<file path="src/hdl/avl_arb_pkg.sv">
package avl_arb_pkg;

    // how the arbiter picks the next master
    typedef enum logic [1:0] {
        ARB_FIXED       = 2'd0,   // lowest index wins
        ARB_ROUND_ROBIN = 2'd1    // search starts after the last grant
    } arb_method_e;

    // grant lock while a write burst is open
    typedef enum logic {
        ARB_IDLE  = 1'b0,
        ARB_BURST = 1'b1
    } arb_state_e;

endpackage

</file>
<file path="src/hdl/avl_bus_pkg.sv">
package avl_bus_pkg;

    // ==========================================================
    // bus field widths
    // ==========================================================
    localparam int ADDR_W  = 32;   // word address
    localparam int DATA_W  = 32;
    localparam int BE_W    = 4;    // one enable per byte of DATA_W
    localparam int BURST_W = 8;    // beats per write burst

    // ==========================================================
    // bus operation of the granted master
    // ==========================================================
    typedef enum logic [1:0] {
        OP_IDLE  = 2'd0,
        OP_READ  = 2'd1,   // single beat read
        OP_WRITE = 2'd2    // single write or one beat of a burst
    } avl_op_e;

endpackage

</file>
<file path="src/hdl/avl_bus_n21.sv">
`timescale 1ns/100ps

module avl_bus_n21 #(
    parameter int                       MASTER_NUM      = 4,   // at least 2
    parameter avl_arb_pkg::arb_method_e ARB_METHOD      = avl_arb_pkg::ARB_FIXED,
    parameter int                       SEL_FIFO_DEPTH  = 8,
    parameter int                       RESP_FIFO_DEPTH = 0
) (
    input  logic                                            clk,
    input  logic                                            arst_n,
    // master side
    input  logic [MASTER_NUM-1:0][avl_bus_pkg::ADDR_W-1:0]  m_address,
    input  logic [MASTER_NUM-1:0][avl_bus_pkg::BE_W-1:0]    m_byte_en,
    input  logic [MASTER_NUM-1:0]                           m_read,
    input  logic [MASTER_NUM-1:0]                           m_write,
    input  logic [MASTER_NUM-1:0][avl_bus_pkg::DATA_W-1:0]  m_write_data,
    input  logic [MASTER_NUM-1:0]                           m_begin_burst_transfer,
    input  logic [MASTER_NUM-1:0][avl_bus_pkg::BURST_W-1:0] m_burst_count,
    input  logic [MASTER_NUM-1:0]                           m_resp_ready,
    output logic [MASTER_NUM-1:0]                           m_request_ready,
    output logic [avl_bus_pkg::DATA_W-1:0]                  m_read_data,
    output logic [MASTER_NUM-1:0]                           m_read_data_valid,
    // slave side
    output logic [avl_bus_pkg::ADDR_W-1:0]                  s_address,
    output logic [avl_bus_pkg::BE_W-1:0]                    s_byte_en,
    output logic                                            s_read,
    output logic                                            s_write,
    output logic [avl_bus_pkg::DATA_W-1:0]                  s_write_data,
    output logic                                            s_begin_burst_transfer,
    output logic [avl_bus_pkg::BURST_W-1:0]                 s_burst_count,
    output logic                                            s_resp_ready,
    input  logic                                            s_request_ready,
    input  logic [avl_bus_pkg::DATA_W-1:0]                  s_read_data,
    input  logic                                            s_read_data_valid
);
    import avl_bus_pkg::*;

    localparam int SEL_W = $clog2(MASTER_NUM);

    logic [MASTER_NUM-1:0] request;
    logic [SEL_W-1:0]      sel;
    avl_op_e               op;
    logic                  cmd_accept;
    logic                  sel_push;
    logic                  sel_pop;
    logic                  sel_full;
    logic                  sel_empty;
    logic [SEL_W-1:0]      sel_head;    // master owed the oldest read
    logic                  resp_push;
    logic                  resp_full;
    logic                  resp_empty;
    logic                  resp_avail;
    logic                  head_valid;
    logic [DATA_W-1:0]     resp_data;

    // ==========================================================
    // command side
    // ==========================================================
    assign request    = m_read | m_write;
    assign cmd_accept = s_request_ready && (s_read || s_write);
    assign sel_push   = s_request_ready && s_read;   // remember who asked

    for (genvar i = 0; i < MASTER_NUM; i++) begin : g_master
        assign m_request_ready[i]   = (sel == SEL_W'(i)) && s_request_ready && !sel_full;
        assign m_read_data_valid[i] = head_valid && (sel_head == SEL_W'(i));
    end

    // ==========================================================
    // response side
    // ==========================================================
    // a depth 0 FIFO never holds data, so the slave beat itself is the response
    assign resp_avail   = (RESP_FIFO_DEPTH == 0) ? s_read_data_valid : !resp_empty;
    assign head_valid   = !sel_empty && resp_avail;
    assign sel_pop      = head_valid && m_resp_ready[sel_head];
    assign s_resp_ready = !resp_full;
    assign resp_push    = s_read_data_valid && s_resp_ready;
    assign m_read_data  = resp_data;

    avl_bus_n21_arb #(
        .MASTER_NUM (MASTER_NUM),
        .ARB_METHOD (ARB_METHOD)
    ) avl_bus_n21_arb_i (
        .clk             (clk),
        .arst_n          (arst_n),
        .request         (request),
        .cmd_accept      (cmd_accept),
        .cmd_write       (op == OP_WRITE),
        .cmd_begin_burst (s_begin_burst_transfer),
        .cmd_burst_count (s_burst_count),
        .sel             (sel)
    );

    avl_cmd_mux #(
        .MASTER_NUM (MASTER_NUM)
    ) avl_cmd_mux_i (
        .sel                    (sel),
        .m_address              (m_address),
        .m_byte_en              (m_byte_en),
        .m_read                 (m_read),
        .m_write                (m_write),
        .m_write_data           (m_write_data),
        .m_begin_burst_transfer (m_begin_burst_transfer),
        .m_burst_count          (m_burst_count),
        .sel_full               (sel_full),
        .s_address              (s_address),
        .s_byte_en              (s_byte_en),
        .s_read                 (s_read),
        .s_write                (s_write),
        .s_write_data           (s_write_data),
        .s_begin_burst_transfer (s_begin_burst_transfer),
        .s_burst_count          (s_burst_count),
        .op                     (op)
    );

    fifo_sync #(
        .DEPTH (SEL_FIFO_DEPTH),
        .WIDTH (SEL_W)
    ) sel_fifo_i (
        .clk        (clk),
        .arst_n     (arst_n),
        .write      (sel_push),
        .read       (sel_pop),
        .write_data (sel),
        .read_data  (sel_head),
        .full       (sel_full),
        .empty      (sel_empty)
    );

    fifo_sync_bypass #(
        .DEPTH (RESP_FIFO_DEPTH),
        .WIDTH (DATA_W)
    ) resp_fifo_i (
        .clk        (clk),
        .arst_n     (arst_n),
        .write      (resp_push),
        .read       (sel_pop),     // data leaves together with its id
        .write_data (s_read_data),
        .read_data  (resp_data),
        .full       (resp_full),
        .empty      (resp_empty)
    );

endmodule

</file>
<file path="src/hdl/avl_bus_n21_arb.sv">
`timescale 1ns/100ps

module avl_bus_n21_arb #(
    parameter int                       MASTER_NUM = 4,
    parameter avl_arb_pkg::arb_method_e ARB_METHOD = avl_arb_pkg::ARB_FIXED
) (
    input  logic                            clk,
    input  logic                            arst_n,
    input  logic [MASTER_NUM-1:0]           request,
    input  logic                            cmd_accept,      // command taken by the slave
    input  logic                            cmd_write,
    input  logic                            cmd_begin_burst,
    input  logic [avl_bus_pkg::BURST_W-1:0] cmd_burst_count,
    output logic [$clog2(MASTER_NUM)-1:0]   sel
);
    import avl_bus_pkg::*;
    import avl_arb_pkg::*;

    localparam int SEL_W = $clog2(MASTER_NUM);

    arb_state_e         state;
    logic [BURST_W-1:0] burst_left;   // beats still to come after the current one
    logic [SEL_W-1:0]   next_sel;
    logic               wr_beat;
    logic               burst_start;
    logic               burst_end;
    logic               rearb;

    // ==========================================================
    // burst tracking
    // ==========================================================
    assign wr_beat     = cmd_accept && cmd_write;
    assign burst_start = (state == ARB_IDLE) && wr_beat && cmd_begin_burst &&
                         (cmd_burst_count > BURST_W'(1));
    assign burst_end   = (state == ARB_BURST) && wr_beat && (burst_left == BURST_W'(1));

    // re-arbitrate once the granted command is done or the grant has gone idle
    assign rearb = burst_end ||
                   ((state == ARB_IDLE) && !burst_start && (!request[sel] || cmd_accept));

    // ==========================================================
    // next grant
    // ==========================================================
    always_comb begin
        int   idx;
        logic found;
        next_sel = sel;
        found    = 1'b0;
        idx      = 0;
        if (ARB_METHOD == ARB_FIXED) begin
            // scan downwards so the lowest requester is left in next_sel
            for (int i = MASTER_NUM - 1; i >= 0; i--) begin
                if (request[i]) begin
                    next_sel = SEL_W'(i);
                end
            end
        end else begin
            for (int k = 1; k <= MASTER_NUM; k++) begin
                idx = (int'(sel) + k) % MASTER_NUM;   // current grant is checked last
                if (!found && request[idx]) begin
                    next_sel = SEL_W'(idx);
                    found    = 1'b1;
                end
            end
        end
    end

    always_ff @(posedge clk or negedge arst_n) begin
        if (!arst_n) begin
            state      <= ARB_IDLE;
            sel        <= '0;
            burst_left <= '0;
        end else begin
            if (rearb) begin
                sel <= next_sel;
            end
            case (state)
                ARB_IDLE: begin
                    if (burst_start) begin
                        state      <= ARB_BURST;
                        burst_left <= cmd_burst_count - 1'b1;
                    end
                end
                ARB_BURST: begin
                    if (burst_end) begin
                        state <= ARB_IDLE;
                    end else if (wr_beat) begin
                        burst_left <= burst_left - 1'b1;
                    end
                end
                default: state <= ARB_IDLE;
            endcase
        end
    end

    // grant frozen for the whole burst including its entry cycle
    a_burst_hold: assert property (@(posedge clk) disable iff (!arst_n)
        (state == ARB_BURST) |-> $stable(sel));

    a_sel_range: assert property (@(posedge clk) disable iff (!arst_n)
        int'(sel) < MASTER_NUM);

endmodule

</file>
<file path="src/hdl/avl_cmd_mux.sv">
`timescale 1ns/100ps

module avl_cmd_mux #(
    parameter int MASTER_NUM = 4
) (
    input  logic [$clog2(MASTER_NUM)-1:0]                   sel,
    input  logic [MASTER_NUM-1:0][avl_bus_pkg::ADDR_W-1:0]  m_address,
    input  logic [MASTER_NUM-1:0][avl_bus_pkg::BE_W-1:0]    m_byte_en,
    input  logic [MASTER_NUM-1:0]                           m_read,
    input  logic [MASTER_NUM-1:0]                           m_write,
    input  logic [MASTER_NUM-1:0][avl_bus_pkg::DATA_W-1:0]  m_write_data,
    input  logic [MASTER_NUM-1:0]                           m_begin_burst_transfer,
    input  logic [MASTER_NUM-1:0][avl_bus_pkg::BURST_W-1:0] m_burst_count,
    input  logic                                            sel_full,
    output logic [avl_bus_pkg::ADDR_W-1:0]                  s_address,
    output logic [avl_bus_pkg::BE_W-1:0]                    s_byte_en,
    output logic                                            s_read,
    output logic                                            s_write,
    output logic [avl_bus_pkg::DATA_W-1:0]                  s_write_data,
    output logic                                            s_begin_burst_transfer,
    output logic [avl_bus_pkg::BURST_W-1:0]                 s_burst_count,
    output avl_bus_pkg::avl_op_e                            op
);
    import avl_bus_pkg::*;

    logic rd;
    logic wr;

    assign rd = m_read[sel];
    assign wr = m_write[sel];

    // payload fields follow the grant directly
    assign s_address     = m_address[sel];
    assign s_byte_en     = m_byte_en[sel];
    assign s_write_data  = m_write_data[sel];
    assign s_burst_count = m_burst_count[sel];

    // no new command while the select FIFO has no room for its id
    assign s_read                 = rd && !sel_full;
    assign s_write                = wr && !sel_full;
    assign s_begin_burst_transfer = m_begin_burst_transfer[sel] && !sel_full;

    always_comb begin
        if (wr) begin
            op = OP_WRITE;
        end else if (rd) begin
            op = OP_READ;
        end else begin
            op = OP_IDLE;
        end
    end

    a_rd_wr_excl: assert final ((rd & wr) !== 1'b1)
        else $error("granted master %0d drives read and write together", sel);

endmodule

</file>
<file path="src/hdl/fifo_sync.sv">
`timescale 1ns/100ps

module fifo_sync #(
    parameter int DEPTH = 8,   // power of two
    parameter int WIDTH = 2
) (
    input  logic             clk,
    input  logic             arst_n,
    input  logic             write,
    input  logic             read,
    input  logic [WIDTH-1:0] write_data,
    output logic [WIDTH-1:0] read_data,
    output logic             full,
    output logic             empty
);
    localparam int PTR_W = $clog2(DEPTH);

    logic [WIDTH-1:0] mem [DEPTH];
    logic [PTR_W-1:0] wr_ptr;   // wraps naturally at DEPTH
    logic [PTR_W-1:0] rd_ptr;
    logic [PTR_W:0]   count;
    logic             do_write;
    logic             do_read;

    assign do_write  = write && !full;
    assign do_read   = read && !empty;
    assign full      = (count == (PTR_W+1)'(DEPTH));
    assign empty     = (count == '0);
    assign read_data = mem[rd_ptr];   // head word shown ahead of the pop

    always_ff @(posedge clk or negedge arst_n) begin
        if (!arst_n) begin
            wr_ptr <= '0;
            rd_ptr <= '0;
            count  <= '0;
        end else begin
            if (do_write) begin
                wr_ptr <= wr_ptr + 1'b1;
            end
            if (do_read) begin
                rd_ptr <= rd_ptr + 1'b1;
            end
            case ({do_write, do_read})
                2'b10:   count <= count + 1'b1;
                2'b01:   count <= count - 1'b1;
                default: count <= count;
            endcase
        end
    end

    always_ff @(posedge clk) begin
        if (do_write) begin
            mem[wr_ptr] <= write_data;
        end
    end

    a_no_push_full: assert property (@(posedge clk) disable iff (!arst_n)
        write |-> !full);

    a_no_pop_empty: assert property (@(posedge clk) disable iff (!arst_n)
        read |-> !empty);

endmodule

</file>
<file path="src/hdl/fifo_sync_bypass.sv">
`timescale 1ns/100ps

module fifo_sync_bypass #(
    parameter int DEPTH = 0,   // 0, 2, 4, 8 or 16
    parameter int WIDTH = 32
) (
    input  logic             clk,
    input  logic             arst_n,
    input  logic             write,
    input  logic             read,
    input  logic [WIDTH-1:0] write_data,
    output logic [WIDTH-1:0] read_data,
    output logic             full,
    output logic             empty
);

    generate
        if (DEPTH == 0) begin : g_bypass
            // ==========================================================
            // pass-through
            // ==========================================================
            assign full      = !read;        // room only while the consumer takes the word
            assign empty     = 1'b1;
            assign read_data = write_data;
        end else begin : g_fifo
            // ==========================================================
            // registered FIFO
            // ==========================================================
            localparam int PTR_W = $clog2(DEPTH);

            logic [WIDTH-1:0] mem [DEPTH];
            logic [PTR_W:0]   wr_ptr;   // msb is the lap bit
            logic [PTR_W:0]   rd_ptr;

            assign empty = (wr_ptr == rd_ptr);
            assign full  = (wr_ptr[PTR_W] != rd_ptr[PTR_W]) &&
                           (wr_ptr[PTR_W-1:0] == rd_ptr[PTR_W-1:0]);
            assign read_data = mem[rd_ptr[PTR_W-1:0]];

            always_ff @(posedge clk or negedge arst_n) begin
                if (!arst_n) begin
                    wr_ptr <= '0;
                    rd_ptr <= '0;
                end else begin
                    if (write && !full) begin
                        wr_ptr <= wr_ptr + 1'b1;
                    end
                    if (read && !empty) begin
                        rd_ptr <= rd_ptr + 1'b1;
                    end
                end
            end

            always_ff @(posedge clk) begin
                if (write && !full) begin
                    mem[wr_ptr[PTR_W-1:0]] <= write_data;
                end
            end

            // the slave must hold its beat while s_resp_ready is low
            a_no_write_full: assert property (@(posedge clk) disable iff (!arst_n)
                write |-> !full);
        end
    endgenerate

endmodule

</file>
<file path="config.mk">
export PLATFORM = sky130hd
export DESIGN_NAME = avl_bus_n21
export DESIGN_NICKNAME = d
export VERILOG_FILES = /design/src/hdl/avl_arb_pkg.sv /design/src/hdl/avl_bus_pkg.sv /design/src/hdl/avl_bus_n21.sv /design/src/hdl/avl_bus_n21_arb.sv /design/src/hdl/avl_cmd_mux.sv /design/src/hdl/fifo_sync.sv /design/src/hdl/fifo_sync_bypass.sv
export SDC_FILE = /design/constraint.sdc
export NUM_CORES = 1
export LEC_CHECK = 0
export BUFFER_PORTS_ARGS = -buffer_cell sky130_fd_sc_hd__buf_2
export CAP_MARGIN = 20
export CORE_AREA = 4 4 184 186
export CTS_CLUSTER_SIZE = 28
export DETAILED_ROUTE_END_ITERATION = 16
export DIE_AREA = 0 0 188 190
export HOLD_SLACK_MARGIN = 0.15
export SLEW_MARGIN = 5
export SYNTH_ARGS = -nofsm -noshare
export SYNTH_HDL_FRONTEND = slang
export SYNTH_HIERARCHICAL = 1
export SYNTH_SLANG_ARGS = --single-unit
</file>
<file path="constraint.sdc">
create_clock -name clk -period 6.2 [get_ports clk]
set_input_delay 0 -clock clk [delete_from_list [all_inputs] [get_ports clk]]
set_output_delay 0 -clock clk [all_outputs]
set_load 0.02 [all_outputs]
</file>
==> results of run 1 <==
-- path summary, 6_finish.rpt --
kind | startpoint | to | slack, ps | cells after the start
worst max-delay path | avl_bus_n21_arb_i/sel[0] | avl_bus_n21_arb_i/burst_left[7] | 2200 | 6
worst min-delay path | m_read[2] | avl_bus_n21_arb_i/sel[0] | 190 | 4
worst max register to register | avl_bus_n21_arb_i/sel[0] | avl_bus_n21_arb_i/burst_left[7] | 2200 | 6
worst min register to register | sel_fifo_i/rd_ptr[2] | sel_fifo_i/rd_ptr[2] | 530 | 1
max in group asynchronous | arst_n | avl_bus_n21_arb_i/sel[0] | 5580 | 2
min in group asynchronous | arst_n | sel_fifo_i/count[1] | 230 | 2
-- through the flow --
stage	utilization, %	hold slack [ps]	area, um^2	std cells	setup slack [ps]
finish	22.94	191.5	7406	1198	2195
CTS	22.93	183.9	7403	1197	2120
global placement	21.18	0.1367	6839	1152	2183
detailed placement	21.18	0.1367	6839	1152	2138
floorplan	-	-295.6	4644	354	2488
global route	22.94	202.4	7406	1198	1905
-- layer usage --
layer | vias to the layer above | GRT usage (%) | share of wire, %
met1 | 2492 | 17.02 | 41
li1 | 2244 | - | -
met5 | - | 0 | 0.26
met2 | 221 | 23.50 | 52
met3 | 21 | 2.385 | 5.3
met4 | 8 | 1.270 | 1.2
-- worst reg2reg max path, cell delays in order, from the launching register on --
cell and delay [ps]:
dfrtp_4 740, buf_4 510, mux4_2 640, or4_4 540, o41ai_4 790, nor4_1 140, or4_1 520
-- area by class of cell --
cell class	count	area [um^2]
diodes	1	2.502
clock buffers	5	125.1
clock inverters	3	68.82
fillers	3464	24880
inverters	15	56.30
multi-input cells	243	3129
flip-flops and latches	37	1013
well taps	442	553.0
repair buffers	452	2457
-- power breakdown --
group,switching [W],leakage [nW],internal (W),total [W]
registers,0.000238,0.384,0.000359,0.000596
clock network,0.000103,0.0944,0.000232,0.000335
logic,0.00131,2.83,0.00107,0.00238
-- registers in the layout, indices dropped and copies added (netlist names) --
name                          count
avl_bus_n21_arb_i/state           1
avl_bus_n21_arb_i/sel             2
sel_fifo_i/count                  4
avl_bus_n21_arb_i/burst_left      8
sel_fifo_i/mem                   16
sel_fifo_i/wr_ptr                 3
sel_fifo_i/rd_ptr                 3
-- repair_timing --
action | 4_1_cts | 5_1_grt
hold buffers | 37 | 0
endpoints found under the hold margin | 55 | 0
setup endpoints to repair | 0 | 0
==> metrics, run 1 <==
gr usage total between 10% and 20%; CP Cell Sequence buf_4 -> mux4_2 -> or4_4 -> o41ai_4 -> nor4_1 -> or4_1; DR WL/cell about 22 um; DIE HEIGHT between 150 and 200 um; Worst slew margin between 40 and 50%; Yosys warning count 6; VDD IR max 0.0001766 V; FP Rows 66; syn nets 720; # IOs approximately 480; CP arrival 4160 ps; CTS tree yes; Worst Tran Pin Value around 860 ps; Post-CTS Setup Bufs 0; crit end category flip-flop; Syn Inst Count approximately 350; Worst Setup Start Kind flip-flop; CORE AREA 32290 um^2; grt ovf 0; commonest cells after routing, fill and taps aside buf_2, mux4_2, dlygate4sd3_1; cell family with most CP delay simple AND/OR/NAND/NOR gates; PwrDens 446.7 nW/um^2; layout cell share with drive strength beyond 1 a little over two thirds; worst skew pair latency about 280 ps; Worst path max stage delay 790 ps; area of the mapped netlist approximately 4600 um^2; Total Power roughly 0.0033 W; Root Driver clkbuf_16; Detailed Routing Iterations Pass 1 4; clock slew at reported path FFs about 60 ps; Clock Skew 3.577 ps; Syn-to-layout area delta 59.46%; Port Buffers 411; max_cap viols 0; CTS buffer count 5; worst path bufs/invs 1; achievable clock frequency 249.7 MHz; die area between 30000 and 40000 um^2; Fin Setup TNS 0 ps; die width roughly 190 um; total leakage power about 3.3 nW; status completed; Initial Utilization 14.38%; Setup Viol. Count Final 0; Starting DRT DRC Count between 300 and 400; Required @ worst endpoint ~6400 ps; initial antenna violation count 5; Final Cycle Share between 60% and 70%; RSZ-0062 raised after global routing false; dpl hpwl 22.42 mm; post-cts sizing count 0; synthesized area per cell around 13 um^2; largest net degree at the start of global routing 57; Placer Congestion approximately 0.85; DRC 0; via/cell ratio 4.162; Antenna Nets Post-Route 0; critical path's slowest cell o41ai_4; final-report hold violation count 0; Vias approximately 5000; leading cell type in the layout, fill and taps excluded buf_2; CP Max Fanout 30; CTS H-tree lvls 2; number of global-route vias before repair around 5300; Setup CP Type reg2reg; clk sinks 37; Hold Path Class in2reg; first-pass GRT wire length 34.85 mm; Final min period approximately 4000 ps; Clock Tree Buf Depth 2; Final nets ~1100; final wirelength 25.83 mm; Max Slew Vio Count 0
Note: power is estimated with default switching activity, not from simulation.
==> run 2, diff against run 1 <==
--- a/config.mk
+++ b/config.mk
@@ -5,12 +5,13 @@
 export SDC_FILE = /design/constraint.sdc
 export NUM_CORES = 1
 export LEC_CHECK = 0
+export ABC_AREA = 1
 export BUFFER_PORTS_ARGS = -buffer_cell sky130_fd_sc_hd__buf_2
 export CAP_MARGIN = 20
-export CORE_AREA = 4 4 184 186
+export CORE_AREA = 4 4 185 187
 export CTS_CLUSTER_SIZE = 28
 export DETAILED_ROUTE_END_ITERATION = 16
-export DIE_AREA = 0 0 188 190
+export DIE_AREA = 0 0 189 191
 export HOLD_SLACK_MARGIN = 0.15
 export SLEW_MARGIN = 5
 export SYNTH_ARGS = -nofsm -noshare
==> constraint.sdc (replaced) <==
create_clock -name clk -period 3.6 [get_ports clk]
set_input_delay 0 -clock clk [delete_from_list [all_inputs] [get_ports clk]]
set_output_delay 0 -clock clk [all_outputs]
set_load 0.02 [all_outputs]
==> run 2 against run 1 <==
Core utilization grew 1.2 points. Maximum frequency grew 35%. Sequential cell count is the same. Critical endpoint is now sel_fifo_i/count[3].
==> metrics, run 2 <==
Final nets 1664 (+49%); most frequent CP cell nand2_1; DR WL met2 13.31 mm (-0.52%); CTS buffer count 5 (unchanged); post-cts sizing count 0 (unchanged); Reg area 1010 um^2 (-0.37%); Setup CP Type reg2reg; Biggest register sel_fifo_i/mem; Antenna Nets Post-Route 0 (unchanged); CTS H-tree lvls 2 (unchanged); Worst slew margin 50.21% (+7.7 points); min setup slack post-route 637.9 ps (-1558 ps); Clock power frac 7.2% (-2.9 points); metal1 wirelength 11.12 mm (+4.0%); Worst Setup Start Kind flip-flop; NetSw 0.003805 W (+130%); critical path's slowest cell dfrtp_1; CORE AREA 32450 um^2 (+0.51%); CP Max Fanout 18 (-40%); Worst Tran Pin Value 746.9 ps (-113.2 ps); layout cell share with drive strength beyond 1 35.26% (-35 points); leading cell type in the layout, fill and taps excluded buf_2; Clock Skew 4.775 ps (+1.199 ps); FP Rows 66 (unchanged); Top Metal Used met5; clock slew at reported path FFs 60 ps (about the same); grt ovf 0 (unchanged); post-place setup slack 640.5 ps (-1497 ps); biggest regs sel_fifo_i/mem: 16 flops, avl_bus_n21_arb_i/burst_left: 8 flops, sel_fifo_i/count: 4 flops; Net Sw Frac 60.82% (+11 points); Setup Viol. Count Final 0 (unchanged); via/cell ratio 4.299 (+3.3%); Hold Slack 190.3 ps (-1.153 ps); worst skew pair latency 270 ps (about the same); CP Cell Sequence nor2_1 -> nor2_1 -> nand2_1 -> nand2_1 -> nand2_1 -> nand2_1 -> inv_1 -> nand3_1 -> nand2_1 -> nor2_1 -> nor2_1 -> nand2_1 -> inv_1 -> ha_1 -> ha_1 -> or2_2 -> nand2_1 -> nand2_1 -> nand3_1 -> nand2_1; Clock Tree Buf Depth 2 (unchanged); die width 189 um (+0.53%); commonest cells after routing, fill and taps aside buf_2, nor2_1, o21ai_0; Pint 0.002451 W (+48%); number of global-route vias before repair 7049 (+33%); DR WL/cell 15.81 um (-27%); combinational share of power 79.9% (+8.0 points); total leakage power 4.054 nW (+23%); RSZ-0062 raised after global routing false; syn nets 1288 (+79%); largest net degree at the start of global routing 88 (+54%); Syn-to-layout area delta 51.19%; CP arrival 3130 ps (-1030 ps); Hold Path Class in2reg; synthesized area per cell 5.630 um^2 (-57%); status completed; VDD IR max 0.0002538 V (+44%); first-pass GRT wire length 39.59 mm (+14%); Port Buffers 411 (unchanged); achievable clock frequency 337.6 MHz (+35%); gr usage total 13.79% (+0.71 points); max_cap viols 0 (unchanged); Final Cycle Share 82.28% (+18 points); Detailed Routing Iterations Pass 1 5 (+1); DIE HEIGHT 191 um (+0.53%); # fillers 3705 (+7.0%); DRC 0 (unchanged); PwrDens 797.0 nW/um^2 (+78%); Syn Inst Count 922 (+160%); CTS tree yes; final-report hold violation count 0 (unchanged); Worst path max stage delay 650 ps (-140 ps); Required @ worst endpoint 3770 ps (-2590 ps); number of flip-flops under the largest register name 16 (unchanged); # IOs 476 (unchanged); Final min period 2962 ps (-1042 ps); Root Driver clkbuf_16; Fin Setup TNS 0 ps (unchanged); final wirelength 27.59 mm (+6.8%); Initial Utilization 16.00% (+1.6 points); Starting DRT DRC Count 412 (+30%); Yosys warning count 6 (unchanged); part of the power in registers 12.8% (-5.2 points); clk sinks 37 (unchanged); Placer Congestion 0.9109 (+7.8%); placed inst area 7301 um^2 (+6.8%); WL met3 2.432 mm (+78%); die area 36100 um^2 (+1.1%); Vias 7502 (+50%); initial antenna violation count 15 (+10); crit end category flip-flop; area of the mapped netlist 5191 um^2 (+12%); dpl hpwl 22.76 mm (+1.5%); multi-input logic area 3347 um^2 (+7.0%); Max Slew Vio Count 0 (unchanged); Final Cell Area 7849 um^2 (+6.0%)
==> run 2: cell count changes in the layout (fill, tap and decap cells not counted), moves of 6 or more <==
cell / previous run / this run
o21ai_1: 0 / 29
inv_1: 15 / 59
nor3_1: 9 / 16
inv_2: 0 / 6
nor2_1: 11 / 265
mux4_2: 85 / 0
o21ai_0: 3 / 212
nand3_1: 5 / 24
nand2_1: 12 / 132
==> run 2: worst max-delay path, delay by kind of cell (launching register included) <==
| kind | cells | cell delay (ps) |
|---|---|---|
| buffers and inverters | 2 | 180 |
| DFF | 1 | 650 |
| adders and majority gates | 2 | 550 |
| and+or+nand+nor | 16 | 1470 |
==> run 2: metrics by stage <==
step / instances / utilization, % / power (W)
floorplan: 922 / - / 0.004270
global placement: 1695 / 22.50 / 0.005687
detailed placement: 1695 / 22.50 / 0.005749
CTS: 1741 / 24.15 / 0.006281
global route: 1745 / 24.18 / 0.006846
finish: 1745 / 24.18 / 0.006256
==> run 2: metal layers <==
metal  vias up  GRT usage (%)
met3        54          4.091
met1      3399          17.50
met5         -              0
met2       332          23.15
li1       3701              -
met4        16          3.167
==> run 2: area by class of cell <==
class,instances,share of cell area (%)
Sequential cell,37,12.86
Multi-Input combinational cell,727,42.64
Clock inverter,1,0.06377
Clock buffer,7,1.945
Timing Repair Buffer,458,31.91
Antenna cell,4,0.1275
Tap cell,442,7.046
Inverter,69,3.396
==> run 2: what timing repair did <==
| action | in CTS | in global routing |
|---|---|---|
| setup buffers | 0 | 0 |
| hold endpoints to repair | 55 | 0 |
| hold buffers | 38 | 0 |
==> run 2: power by group through the flow <==
stage	registers, W	clock network (W)	logic (W)
2_1_floorplan	0.000728	0	0.00354
3_3_place_gp	0.000802	0	0.00489
3_5_place_dp	0.000804	0	0.00494
4_1_cts	0.000800	0.000462	0.00502
5_1_grt	0.000826	0.000483	0.00554
6_report	0.000802	0.000453	0.00500
==> run 2: final timing paths <==
check	slack (ps)	start	end	cells after the start
setup / recovery	640	sel_fifo_i/rd_ptr[0]	sel_fifo_i/count[3]	20
hold / removal	190	s_request_ready	sel_fifo_i/wr_ptr[1]	5
setup reg to reg	640	sel_fifo_i/rd_ptr[0]	sel_fifo_i/count[3]	20
hold reg to reg	520	avl_bus_n21_arb_i/burst_left[7]	avl_bus_n21_arb_i/burst_left[7]	2
max in group asynchronous	2960	arst_n	avl_bus_n21_arb_i/sel[0]	2
min in group asynchronous	250	arst_n	sel_fifo_i/count[0]	2
